## src/sv32_pkg.sv

```systemverilog
/*
 * Sv32 definitions: data word, page table entry layout,
 * access kinds and privilege encodings
 */

package sv32_pkg;

    localparam int PAGE_OFFSET_BITS = 12;
    localparam int VPN_BITS         = 20;
    localparam int PPN_BITS         = 22;
    localparam int ASID_BITS        = 9;

    localparam logic [1:0] PRV_U = 2'b00; // user mode
    localparam logic [1:0] PRV_S = 2'b01; // supervisor mode

    typedef logic [31:0] word_t;

    // flag bits in Sv32 order, valid at bit 0
    typedef struct packed {
        logic [1:0] reserved; // rsw, free for software
        logic       dirty;
        logic       accessed;
        logic       global_page;
        logic       user;
        logic       executable;
        logic       writable;
        logic       readable;
        logic       valid;
    } pte_perms_t;

    typedef struct packed {
        logic [PPN_BITS-1:0] ppn;
        pte_perms_t          perms;
    } pte_t;

    // kind of access being translated
    typedef enum logic [1:0] {
        ACCESS_NONE,
        ACCESS_LOAD,
        ACCESS_STORE,
        ACCESS_INSN
    } access_t;

endpackage
```

## src/tlb_pkg.sv

```systemverilog
/*
 * TLB geometry, set and way index types,
 * tag and PTE row types, page table size and walk latency
 */

package tlb_pkg;

    import sv32_pkg::*;

    localparam int TLB_ENTRIES = 16;
    localparam int TLB_ASSOC   = 2;    // ways per set

    localparam int N_SETS      = TLB_ENTRIES / TLB_ASSOC;
    localparam int N_SET_BITS  = (N_SETS > 1) ? $clog2(N_SETS) : 1;
    localparam int N_WAY_BITS  = (TLB_ASSOC > 1) ? $clog2(TLB_ASSOC) : 1;
    localparam int N_TAG_BITS  = VPN_BITS - N_SET_BITS; // vpn bits above the set index

    localparam int PT_ENTRIES   = 64;
    localparam int PT_IDX_BITS  = 6;
    localparam int WALK_LATENCY = 2; // walk_req to answer

    typedef logic [N_SET_BITS-1:0] set_idx_t;
    typedef logic [N_WAY_BITS-1:0] way_idx_t;

    typedef struct packed {
        logic                  valid;
        logic [ASID_BITS-1:0]  asid;
        logic [N_TAG_BITS-1:0] vpn_tag;
    } tlb_tag_t;

    // one row holds every way of a set
    typedef tlb_tag_t [TLB_ASSOC-1:0] tlb_tag_row_t;
    typedef pte_t     [TLB_ASSOC-1:0] tlb_pte_row_t;

endpackage

```

## src/mmu_top.sv

```systemverilog
/*
 * Sv32 MMU top: data TLB and page table walker
 */

`timescale 1ns/1ns

module mmu_top import sv32_pkg::*, tlb_pkg::*; (
    input  logic                   CLK,
    input  logic                   nRST,
    input  logic                   req_ren,
    input  logic                   req_wen,
    input  word_t                  req_addr,
    input  logic [1:0]             priv,
    input  logic [ASID_BITS-1:0]   asid,
    output logic                   busy,
    output pte_t                   hit_pte,
    output logic                   fault_load,
    output logic                   fault_store,
    output logic                   fault_insn,
    input  logic                   fence,
    input  word_t                  fence_va,
    input  logic [ASID_BITS-1:0]   fence_asid,
    output logic                   fence_done,
    input  logic                   pt_wen,
    input  logic [PT_IDX_BITS-1:0] pt_waddr,
    input  word_t                  pt_wdata,
    output logic                   page_fault
);

    logic                walk_req;
    logic [VPN_BITS-1:0] walk_vpn;
    logic                walk_valid;
    pte_t                walk_pte;

    tlb #(.IS_ITLB(1'b0)) i_tlb (
        .CLK(CLK), .nRST(nRST),
        .req_ren(req_ren), .req_wen(req_wen), .req_addr(req_addr),
        .priv(priv), .asid(asid), .busy(busy), .hit_pte(hit_pte),
        .fault_load(fault_load), .fault_store(fault_store), .fault_insn(fault_insn),
        .fence(fence), .fence_va(fence_va), .fence_asid(fence_asid),
        .fence_done(fence_done),
        .walk_req(walk_req), .walk_vpn(walk_vpn), .walk_valid(walk_valid),
        .walk_pte(walk_pte), .walk_fault(page_fault)
    );

    // walk fault doubles as the pipeline's page fault
    pte_walker i_walker (
        .CLK(CLK), .nRST(nRST),
        .pt_wen(pt_wen), .pt_waddr(pt_waddr), .pt_wdata(pt_wdata),
        .walk_req(walk_req), .walk_vpn(walk_vpn), .walk_valid(walk_valid),
        .walk_pte(walk_pte), .walk_fault(page_fault)
    );

endmodule

```

## src/pte_walker.sv

```systemverilog
/*
 * Single-level page table walker with its page table memory,
 * load port and fixed-latency PTE fetch
 */

`timescale 1ns/1ns

module pte_walker import sv32_pkg::*, tlb_pkg::*; (
    input  logic                   CLK,
    input  logic                   nRST,
    input  logic                   pt_wen,
    input  logic [PT_IDX_BITS-1:0] pt_waddr,
    input  word_t                  pt_wdata,
    input  logic                   walk_req,
    input  logic [VPN_BITS-1:0]    walk_vpn,
    output logic                   walk_valid,
    output pte_t                   walk_pte,
    output logic                   walk_fault
);

    typedef logic [$clog2(WALK_LATENCY + 1)-1:0] cnt_t;

    pte_t pt_mem [PT_ENTRIES];

    logic active;  // walk in flight
    cnt_t cnt;     // cycles left before the answer
    logic answer;
    logic vpn_high;
    pte_t entry;

    always_ff @(posedge CLK) begin
        if (pt_wen) begin
            pt_mem[pt_waddr] <= pte_t'(pt_wdata);
        end
    end

    assign entry    = pt_mem[walk_vpn[PT_IDX_BITS-1:0]];
    assign vpn_high = |walk_vpn[VPN_BITS-1:PT_IDX_BITS]; // outside the table

    always_ff @(posedge CLK, negedge nRST) begin
        if (!nRST) begin
            active <= 1'b0;
            cnt    <= '0;
        end else if (active) begin
            if (cnt == '0) begin
                active <= 1'b0;
            end else begin
                cnt <= cnt - 1'b1;
            end
        end else if (walk_req) begin
            active <= 1'b1;
            cnt    <= cnt_t'(WALK_LATENCY - 1);
        end
    end

    assign answer = active && (cnt == '0);

    assign walk_pte   = entry;
    assign walk_valid = answer && entry.perms.valid && !vpn_high;
    assign walk_fault = answer && (!entry.perms.valid || vpn_high);

endmodule

```

## src/tlb.sv

```systemverilog
/*
 * Set-associative TLB: lookup under ASID, round-robin fill on a miss,
 * invalidate sweep after reset and selective fence sweep
 */

`timescale 1ns/1ns

module tlb import sv32_pkg::*, tlb_pkg::*; #(
    parameter bit IS_ITLB = 1'b0
) (
    input  logic                 CLK,
    input  logic                 nRST,
    input  logic                 req_ren,
    input  logic                 req_wen,
    input  word_t                req_addr,
    input  logic [1:0]           priv,
    input  logic [ASID_BITS-1:0] asid,
    output logic                 busy,
    output pte_t                 hit_pte,
    output logic                 fault_load,
    output logic                 fault_store,
    output logic                 fault_insn,
    input  logic                 fence,
    input  word_t                fence_va,
    input  logic [ASID_BITS-1:0] fence_asid,
    output logic                 fence_done,
    output logic                 walk_req,
    output logic [VPN_BITS-1:0]  walk_vpn,
    input  logic                 walk_valid,
    input  pte_t                 walk_pte,
    input  logic                 walk_fault
);

    typedef enum logic [1:0] {ST_SWEEP, ST_HIT, ST_FETCH, ST_FENCE} tlb_state_t;

    tlb_state_t state, next_state;

    logic [VPN_BITS-1:0]   vpn;
    set_idx_t              set_idx;
    logic [N_TAG_BITS-1:0] req_tag;
    logic                  req;
    access_t               access;

    tlb_tag_row_t tag_rd, tag_wval, tag_wmask;
    tlb_pte_row_t pte_rd, pte_wval, pte_wmask;
    set_idx_t     sram_sel;
    logic         sram_wen;

    logic     hit, lookup_hit;
    way_idx_t hit_way, repl_way;

    logic [N_SETS-1:0][N_WAY_BITS-1:0] last_used, last_used_n;

    set_idx_t fc_set, fc_set_n;  // sweep / fence position
    way_idx_t fc_way, fc_way_n;
    logic     fc_done, fc_done_n;

    word_t                fence_va_q;
    logic [ASID_BITS-1:0] fence_asid_q;
    tlb_tag_t             fence_tag;
    logic                 fence_hit;

    assign vpn     = req_addr[PAGE_OFFSET_BITS +: VPN_BITS];
    assign set_idx = vpn[N_SET_BITS-1:0];
    assign req_tag = vpn[VPN_BITS-1:N_SET_BITS];
    assign req     = req_ren || req_wen;

    assign sram_sel = (state == ST_SWEEP || state == ST_FENCE) ? fc_set : set_idx;

    tlb_sram #(.ROW_T(tlb_tag_row_t)) i_tag_sram (
        .CLK(CLK), .nRST(nRST), .sel(sram_sel), .wen(sram_wen),
        .wval(tag_wval), .wmask(tag_wmask), .rval(tag_rd)
    );

    tlb_sram #(.ROW_T(tlb_pte_row_t)) i_pte_sram (
        .CLK(CLK), .nRST(nRST), .sel(sram_sel), .wen(sram_wen),
        .wval(pte_wval), .wmask(pte_wmask), .rval(pte_rd)
    );

    // compare every way of the indexed set
    always_comb begin
        hit     = 1'b0;
        hit_way = '0;
        for (int i = 0; i < TLB_ASSOC; i++) begin
            if (tag_rd[i].valid && tag_rd[i].asid == asid && tag_rd[i].vpn_tag == req_tag) begin
                hit     = 1'b1;
                hit_way = way_idx_t'(i);
            end
        end
    end

    assign lookup_hit = (state == ST_HIT) && req && hit;
    assign busy       = !lookup_hit;
    assign hit_pte    = lookup_hit ? pte_rd[hit_way] : '0;

    // victim is the way after the last used one
    always_comb begin
        if (last_used[set_idx] == way_idx_t'(TLB_ASSOC - 1)) begin
            repl_way = '0;
        end else begin
            repl_way = last_used[set_idx] + 1'b1;
        end
    end

    generate
        if (IS_ITLB) begin : g_itlb
            assign access = ACCESS_INSN;
        end else begin : g_dtlb
            assign access = req_wen ? ACCESS_STORE : (req_ren ? ACCESS_LOAD : ACCESS_NONE);
        end
    endgenerate

    page_perm_check i_perm_check (
        .check(lookup_hit), .access(access), .priv(priv), .pte(hit_pte),
        .fault_load(fault_load), .fault_store(fault_store), .fault_insn(fault_insn)
    );

    // 0 in fence_va or fence_asid means any; asid fences spare global pages
    assign fence_tag = tag_rd[fc_way];
    assign fence_hit = fence_tag.valid &&
        (~|fence_va_q || {fence_tag.vpn_tag, fc_set} == fence_va_q[PAGE_OFFSET_BITS +: VPN_BITS]) &&
        (~|fence_asid_q ||
         (fence_tag.asid == fence_asid_q && !pte_rd[fc_way].perms.global_page));

    assign walk_req = (state == ST_FETCH);
    assign walk_vpn = vpn;

    always_comb begin
        next_state  = state;
        fc_set_n    = fc_set;
        fc_way_n    = fc_way;
        fc_done_n   = fc_done;
        last_used_n = last_used;
        sram_wen    = 1'b0;
        tag_wval    = '0;
        tag_wmask   = '1;
        pte_wval    = '0;
        pte_wmask   = '1;
        fence_done  = 1'b0;

        case (state)
            ST_SWEEP: begin
                sram_wen  = 1'b1;
                tag_wmask = '0; // whole set invalid
                if (fc_set == set_idx_t'(N_SETS - 1)) begin
                    fc_set_n   = '0;
                    next_state = ST_HIT;
                end else begin
                    fc_set_n = fc_set + 1'b1;
                end
            end
            ST_HIT: begin
                if (lookup_hit) begin
                    last_used_n[set_idx] = hit_way;
                end else if (fence) begin
                    next_state = ST_FENCE;
                end else if (req) begin
                    next_state = ST_FETCH;
                end
            end
            ST_FETCH: begin
                if (walk_valid) begin
                    sram_wen                    = 1'b1;
                    tag_wval[repl_way].valid    = 1'b1;
                    tag_wval[repl_way].asid     = asid;
                    tag_wval[repl_way].vpn_tag  = req_tag;
                    tag_wmask[repl_way]         = '0;
                    pte_wval[repl_way]          = walk_pte;
                    pte_wmask[repl_way]         = '0;
                    next_state                  = ST_HIT;
                end else if (walk_fault) begin
                    next_state = ST_HIT; // no fill
                end
            end
            ST_FENCE: begin
                if (fc_done) begin
                    fence_done = 1'b1;
                    fc_done_n  = 1'b0;
                    next_state = ST_HIT;
                end else begin
                    if (fence_hit) begin
                        sram_wen          = 1'b1;
                        tag_wmask[fc_way] = '0;
                    end
                    if (fc_way == way_idx_t'(TLB_ASSOC - 1)) begin
                        fc_way_n = '0;
                        if (fc_set == set_idx_t'(N_SETS - 1)) begin
                            fc_set_n  = '0;
                            fc_done_n = 1'b1;
                        end else begin
                            fc_set_n = fc_set + 1'b1;
                        end
                    end else begin
                        fc_way_n = fc_way + 1'b1;
                    end
                end
            end
            default: next_state = ST_SWEEP;
        endcase
    end

    always_ff @(posedge CLK, negedge nRST) begin
        if (!nRST) begin
            state     <= ST_SWEEP;
            fc_set    <= '0;
            fc_way    <= '0;
            fc_done   <= 1'b0;
            last_used <= '0;
        end else begin
            state     <= next_state;
            fc_set    <= fc_set_n;
            fc_way    <= fc_way_n;
            fc_done   <= fc_done_n;
            last_used <= last_used_n;
        end
    end

    // fence operands held for the sweep
    always_ff @(posedge CLK) begin
        if (fence) begin
            fence_va_q   <= fence_va;
            fence_asid_q <= fence_asid;
        end
    end

endmodule

```

## src/page_perm_check.sv

```systemverilog
/*
 * Permission and privilege checks on a TLB hit,
 * one fault per access kind
 */

`timescale 1ns/1ns

module page_perm_check import sv32_pkg::*; (
    input  logic       check,
    input  access_t    access,
    input  logic [1:0] priv,
    input  pte_t       pte,
    output logic       fault_load,
    output logic       fault_store,
    output logic       fault_insn
);

    logic prv_fault;
    logic common_fault;

    // user must hit user pages, supervisor must not
    always_comb begin
        prv_fault = 1'b0;
        if (priv == PRV_U && !pte.perms.user) begin
            prv_fault = 1'b1;
        end else if (priv == PRV_S && pte.perms.user) begin
            prv_fault = 1'b1;
        end
    end

    assign common_fault = !pte.perms.accessed || prv_fault; // no hw A/D update

    assign fault_load  = check && (access == ACCESS_LOAD) &&
                         (!pte.perms.readable || common_fault);

    // store also needs dirty already set
    assign fault_store = check && (access == ACCESS_STORE) &&
                         (!pte.perms.writable || !pte.perms.dirty || common_fault);

    assign fault_insn  = check && (access == ACCESS_INSN) &&
                         (!pte.perms.executable || common_fault);

endmodule

```

## src/tlb_sram.sv

```systemverilog
/*
 * Set-indexed row storage for the TLB,
 * combinational read, registered write under a bit mask
 */

`timescale 1ns/1ns

module tlb_sram import tlb_pkg::*; #(
    parameter type ROW_T = logic
) (
    input  logic     CLK,
    input  logic     nRST,
    input  set_idx_t sel,
    input  logic     wen,
    input  ROW_T     wval,
    input  ROW_T     wmask, // 0 marks bits to write
    output ROW_T     rval
);

    ROW_T mem [N_SETS];

    assign rval = mem[sel];

    always_ff @(posedge CLK) begin
        // writes held off while in reset
        if (nRST && wen) begin
            mem[sel] <= ROW_T'((mem[sel] & wmask) | (wval & ~wmask));
        end
    end

endmodule

```

## config.mk

```make
export PLATFORM = sky130hd
export DESIGN_NAME = mmu_top
export DESIGN_NICKNAME = d
export VERILOG_FILES = /design/src/sv32_pkg.sv /design/src/tlb_pkg.sv /design/src/mmu_top.sv /design/src/pte_walker.sv /design/src/tlb.sv /design/src/page_perm_check.sv /design/src/tlb_sram.sv
export SDC_FILE = /design/constraint.sdc
export NUM_CORES = 2
export LEC_CHECK = 0
export BUFFER_PORTS_ARGS = -buffer_cell sky130_fd_sc_hd__buf_2
export CORE_MARGIN = 10
export CORE_UTILIZATION = 50
export CTS_CLUSTER_SIZE = 28
export DETAILED_ROUTE_END_ITERATION = 10
export PLACE_DENSITY = 0.64
export SETUP_SLACK_MARGIN = 0.1
export SYNTH_ARGS = -nofsm -noshare
export SYNTH_HDL_FRONTEND = slang
export SYNTH_SLANG_ARGS = --single-unit
```

## constraint.sdc

```tcl
create_clock -name CLK -period 18.19 [get_ports CLK]
set_clock_uncertainty 0.1 [all_clocks]
set_input_delay 1.819 -clock CLK [delete_from_list [all_inputs] [get_ports CLK]]
set_output_delay 1.819 -clock CLK [all_outputs]
set_load 0.02 [all_outputs]
```

* Yosys cells after proc, flatten, opt, wreduce, memory -nomap -nowiden
Memory sizes are Yosys's and may differ from the RTL's.
Index checks and enable logic that the tools add are counted.
** Storage, ports and cells
- Register bits :: 59
- Memories :: 3
- Input bits :: 128
- Bits in writable memories :: 2992
** Memory list
- i_walker.pt_mem :: depth 64, bits a word 32, rd ports 1, clocked after memory_dff 0, write ports 1, line pte_walker.sv:23 : pte_t pt_mem [PT_ENTRIES];
- i_tlb.i_pte_sram.mem :: depth 8, bits a word 64, rd ports 1, clocked after memory_dff 0, write ports 1, line tlb_sram.sv:20 : ROW_T mem [N_SETS];
- i_tlb.i_tag_sram.mem :: depth 8, bits a word 54, rd ports 1, clocked after memory_dff 0, write ports 1, line tlb_sram.sv:20
** Cells by class
- Add/sub/neg operators :: 4
- Eq/ne operators :: 22
- Muxes and demuxes :: 77
- $lt $le $gt $ge :: 7
- Reductions and logical operators :: 60
- Bitwise logic cells :: 13
** Operators with widths (number)
- two-way mux 54 bit :: 5
- two-way mux 64 bit :: 4
- AND 64 bit :: 3
- inverter 54 bit :: 3
- case mux 54 bit (3 select lines) :: 1
- demux 27 bit (select 1 bit) :: 5
- two-way mux 27 bit :: 5
- two-way mux 32 bit :: 4
- inverter 64 bit :: 2
- AND 54 bit :: 2
- bitwise mux 54 bit :: 2
- OR 64 bit :: 1
- OR 54 bit :: 1
- == test 17 bit :: 2
- demux 32 bit (select 1 bit) :: 1
- OR reduction 32 bit :: 1
- == test 9 bit :: 3
- two-way mux 26 bit :: 1
- logical AND 1 bit :: 25
- two-way mux 1 bit :: 25
- two-way mux 2 bit :: 11
- == test 20 bit :: 1
- two-way mux 17 bit :: 1
- OR reduction 14 bit :: 1
- 31 further kinds :: 73

* Logic depth before layout (Yosys ltp)
An unclocked memory read counts as a cell.
- Word-level depth :: 17
- Gate-level depth with buffers :: 20
- Depth with buffers taken out :: 13

* By module
From an unflattened synthesis, not the netlist that was laid out.
** Second synthesis, totals
- Cell total of the unflattened synthesis :: 5578
- Area, all modules :: 121267.6 sq um
** By module, submodules not included
- pte_walker :: cells each 3236, area an instance 78126.2 sq um, seq. area each 61574.1 sq um, instances 1
- tlb_sram at i_tlb.i_pte_sram :: cells each 1042, area an instance 20729.9 sq um, seq. area each 15374.7 sq um, instances 1
- tlb_sram at i_tlb.i_tag_sram :: cells each 751, area an instance 17382.9 sq um, seq. area each 12972.4 sq um, instances 1
- tlb :: cells each 540, area an instance 4966.0 sq um, seq. area each 1606.5 sq um, instances 1
- page_perm_check :: cells each 9, area an instance 62.6 sq um, seq. area each 0.0 sq um, instances 1

* Least setup slack after synthesis
OpenSTA, ideal clock, no wires.
- Kind :: input port to flip-flop
- Start point :: input port req_addr[13]
- End point :: memory i_tlb.i_pte_sram.mem[0][0] (netlist bit), enable pin
- Setup time :: 0.597 ns
- Slack :: 7.915 ns
- Stages on the path :: 14
- Required time :: 17.493 ns
- Data arrival time :: 9.578 ns
- Cell sequence :: buf_2 > buf_2 > nor2b_1 > clkbuf_1 > a2bb2oi_1 > o22ai_1 > a221oi_1 > nand3_1 > xnor2_1 > o41ai_1 > a41oi_2 > a211oi_1 > o221ai_1 > nor2_1
** Between the ends
- Cells in the longest elaborated chain, start to end :: 14
- Elaborated cells between the ends (all ways) :: 25
- Classes of those cells :: eq/ne: 2; mux: 11; reduce/logical: 9; memory: 3
** RTL lines
- from (decl) :: line mmu_top.sv:12 : input word_t req_addr,
- two-way mux 3 bit :: line tlb.sv:68 : assign sram_sel = (state == ST_SWEEP || state == ST_FENCE) ? fc_set : set_idx;
- memory (8 x 54 bit) or memory (8 x 64 bit) (tied branches)
- two-way mux 27 bit (not written as such) or two-way mux 6 bit (tied branches) (2 in a row) :: line tlb.sv:119, tlb.sv:123
- == test 20 bit, or another cell as far along :: line tlb.sv:121 : (~|fence_va_q || {fence_tag.vpn_tag, fc_set} == fence_va_q[PAGE_OFFSET_BITS +: VPN_BITS]) &&
- logical OR 1 bit or logical AND 1 bit (tied branches) :: line tlb.sv:121, tlb.sv:123
- logical AND 1 bit or logical OR 1 bit (tied branches) :: line tlb.sv:120, tlb.sv:122
- logical AND 1 bit :: line tlb.sv:121
- two-way mux 1 bit :: line tlb.sv:181 : if (fence_hit) begin
- two-way mux 1 bit :: line tlb.sv:176 : if (fc_done) begin
- case mux 1 bit (3 select lines) :: line tlb.sv:141 : case (state)
- logical AND 1 bit :: line tlb_sram.sv:26 : if (nRST && wen) begin
- two-way mux 1 bit :: line tlb_sram.sv:26
- two-way mux 1 bit (not written as such) :: line tlb_sram.sv:27 : mem[sel] <= ROW_T'((mem[sel] & wmask) | (wval & ~wmask));
- to (decl) :: line tlb_sram.sv:20
Several ways; a longest one is shown, not always the timed one. The select of a mux whose other input is x is not followed.

==> key figures <==
Status
  – Run status: finished clean

STA
  – Unrepaired setup endpoints after global routing: false
  – Final setup fails: 0
  – Min Tclk post-route: 10.53 ns
  – Crit share post-route: 0.5791
  – Rel. slew slack: 0.08460
  – Pins Over Slew Limit: 0
  – PnR worst setup slack: 7.657 ns
  – Actual slew at the worst max-slew pin: 1.359 ns
  – Hold WS: 0.4147 ns
  – FMAX: 94.94 MHz
  – Fin Setup TNS: 0 ns
  – Final hold violations: 0

Critical path
  – Cell mode on critical path: buf_4
  – Reg2Reg Setup Slack: 9.64 ns
  – CP Data Arrival Time: 8.61 ns
  – Worst path cell trace: inv_1 > ha_1 > buf_4 > nand3b_1 > nand2_2 > buf_4 > a32oi_1 > nand2_1 > xnor2_1 > or4_1 > nand4bb_1 > nor4_4 > buf_4 > buf_4 > mux2i_1 > nor2b_1 > buf_2
  – Setup CP Type: reg -> out
  – CP max stage delay: 0.87 ns
  – Crit path launch type: flip-flop
  – Critical Path RT: 16.27 ns
  – Setup crit end kind: output pin
  – CP max stage cell: mux2i_1
  – Crit-path max FO: 48
  – Register-to-Register Path Depth: 17
  – Cell family with most CP delay: simple AND/OR/NAND/NOR gates
  – Crit path buf inv count: 6
  – Critical path depth: 17

Global routing
  – Routing usage on met2: 0.4362
  – Total global-route track usage: 0.2718
  – GRT busiest layer: met2
  – First-pass GRT wire length: 513400 um
  – GRT overflow: 0
  – Largest net degree at the start of global routing: 135
  – Initial antenna violation count: 25
  – Met3 Usage GRT: 0.05955
  – Vias in the first global route: 70150
  – Met1 Usage GRT: 0.3699

Logic synthesis
  – Dominant synthesized flop cell: edfxtp_1
  – Flops & latches, synth: 3051
  – Synth Warn #: 0
  – Most area-consuming cells after synthesis: edfxtp_1 (76%), mux2i_1 (3.9%), a22oi_1 (1.8%)
  – Synth area leader: edfxtp_1
  – Syn avg cell area: 16.25 sq um
  – Syn Nets: 7518
  – Post-synth EDFFs: 3033
  – Seq/Total Area, Yosys: 0.7627
  – Synth top area share: 0.7590
  – Async set-reset flop share out of synthesis: 0.005900
  – Post-Synthesis Cells: 7383
  – Post-Syn Area: 120000 sq um
  – Synth unique cells: 97

Place
  – Post-DP HPWL: 194100 um
  – Post-DP Area: 125400 sq um
  – DP Worst Slack: 7.868 ns
  – Placer congestion estimate: 0.8421
  – I/O Buffers: 152

Finish
  – Post-Layout Inst Area: 135100 sq um
  – Layout cell share with drive strength beyond 1: 0.1444
  – Footprint of the multi-input gates: 27140 sq um
  – Layout fillers: 18360
  – Growth of design area from synthesis to finish: 12.57%
  – Nets: 7750
  – Seq. cell area: 91530 sq um
  – Final design utilization: 0.5669

Min path
  – Hold path depth: 1
  – Worst Hold Class: reg -> reg

Route
  – Initial DRT Pass Iterations: 6
  – Initial drt markers: 9747
  – Vias: 72420
  – DRT antenna net count: 0
  – Wire length per cell: 32.90 um
  – Drc violations: 0
  – Vias per cell: 6.573
  – Final wirelength: 362500 um

CTS
  – Num CTS Buffers: 322
  – Clock Latency Late Sink: 0.96 ns
  – Post_cts resized: 0
  – Setup Buffers After CTS: 0
  – Root buf cell: clkbuf_16
  – CTS sink cnt: 3051
  – Clk buf depth: 4
  – CTS Hold Buffers Added: 0
  – CTS tree: yes
  – Htree depth: 5
  – Clock slew at reported path FFs: 0.06 ns

Floorplanning
  – Top-Level Pins: 166
  – Num rows: 179
  – Die ar.: 260000 sq um
  – Die width: 509.9 um
  – Core ar.: 238300 sq um
  – Die Span Y: 509.9 um
  – Starting Density: 0.5036

Power and ir drop
  – Lkg Pwr: 43.85 nW
  – Pwr dens: 140.7 nW/um^2
  – Worst vdd ir: 135.7 uV

Job
  – Maxcap violations: 0
## where the power goes
group	internal, mW	leakage [nW]	switching (mW)
clock	3.55	4.70	2.60
combinational	1.11	11.5	2.93
sequential	8.74	27.6	0.0702
total	13.4	43.9	5.60
## flip-flops by register name (all words and copies together) (netlist names)
| name | cells |
|---|---|
| i_tlb.fc_set | 3 |
| i_tlb.fc_done | 1 |
| i_tlb.last_used | 8 |
| i_tlb.i_tag_sram.mem | 432 |
| i_tlb.i_pte_sram.mem | 512 |
| i_tlb.fc_way | 1 |
| i_tlb.fence_va_q | 32 |
| i_tlb.state | 2 |
| i_tlb.fence_asid_q | 9 |
| i_walker.pt_mem | 2048 |
| i_walker.active | 1 |
| i_walker.cnt | 2 |
## worst reg2reg max path, stage by stage (launching register included)
cell	delay, ns
dfrtp_1	0.46
inv_1	0.10
ha_1	0.28
buf_4	0.49
nand3b_1	0.86
nand2_2	0.86
buf_4	0.67
a32oi_1	0.25
a2111oi_0	0.51
o32ai_1	0.17
nor4_1	0.41
a41oi_2	0.37
a211oi_1	0.37
o221ai_2	0.15
buf_4	0.25
nor2_4	0.52
buf_4	0.67
buf_4	0.67
## final timing paths
path / to / startpoint
setup / recovery: hit_pte[1] / i_tlb.state[1]
hold / removal: i_tlb.last_used[1] / i_tlb.last_used[1]
setup reg to reg: i_tlb.i_pte_sram.mem[7][0] / i_tlb.state[1]
hold reg to reg: i_tlb.last_used[1] / i_tlb.last_used[1]
max in group asynchronous: i_tlb.fc_set[1] / nRST
min in group asynchronous: i_tlb.fc_done / nRST
## cell usage after synthesis (16+ instances only)
cell type     n
a2111oi_0    27
a211oi_1     61
a21oi_1     421
a221o_1      25
a221oi_1    149
a222oi_1     26
a22o_1       60
a22oi_1     288
a311oi_1     20
a31oi_1      31
a32oi_1      23
buf_1        69
buf_2       106
clkbuf_1    284
dfrtp_1      18
edfxtp_1   3033
inv_1        30
mux2_2      126
mux2i_1     466
mux4_2       71
nand2_1     497
nand2b_1     23
nand3_1     160
nand4_1      39
nor2_1      397
nor2b_1      25
nor3_1       68
nor4_1       27
o2111ai_1    16
o211ai_1     40
o21ai_0     293
o221ai_1     37
o22a_1       18
o22ai_1      72
or3_1        31
xnor2_1      51
xor2_1       40
## through the flow
stage,power (mW),cells
floorplan,11.46,7383
global placement,12.82,10460
detailed placement,12.94,10460
CTS,19.01,11000
global route,19.65,11010
finish,19.01,11020
## final cells by class
type	count	share of cell area
clock inverters	123	0.006845
multi-input cells	3819	0.2009
repair buffers	387	0.01955
clock buffers	423	0.06456
diodes	13	0.0002408
well taps	3167	0.02933
flip-flops and latches	3051	0.6776
inverters	34	0.0009818
## layer usage
metal / wire length, um / share of wire / up-vias
li1: - / - / 29990
met1: 138300 / 0.38 / 37180
met2: 171300 / 0.47 / 4460
met3: 39870 / 0.11 / 784
met4: 12890 / 0.036 / 10
met5: 88 / 0.00024 / -
## cells by family (layout without fill, tap and decap cells)
logic type / Yosys count / after routing / synth area share
DFF: 3051 / 3051 / 0.7627
AOI/OAI and AO/OA: 1702 / 1702 / 0.09673
and+or+nand+nor: 1353 / 1353 / 0.05091
muxes: 665 / 665 / 0.06426
buffers and inverters: 513 / 967 / 0.01797
xor gates and xnor gates: 91 / 91 / 0.006642
adders and majority gates: 7 / 7 / 0.0007298
other: 1 / 14 / 0.00003125
## cell usage in the layout, fill, tap and decap left out, types with 81 or more instances in the layout
| master | n |
|---|---|
| a21oi_1 | 421 |
| o21ai_0 | 293 |
| nand2_1 | 492 |
| mux2i_1 | 466 |
| a22oi_1 | 288 |
| buf_4 | 230 |
| nor2_1 | 314 |
| buf_2 | 147 |
| edfxtp_1 | 3033 |
| nand3_1 | 160 |
| a221oi_1 | 149 |
| clkbuf_16 | 333 |
| nor2_4 | 81 |
| clkbuf_1 | 85 |
| mux2_2 | 126 |
Power figures use the tool's default switching activity.
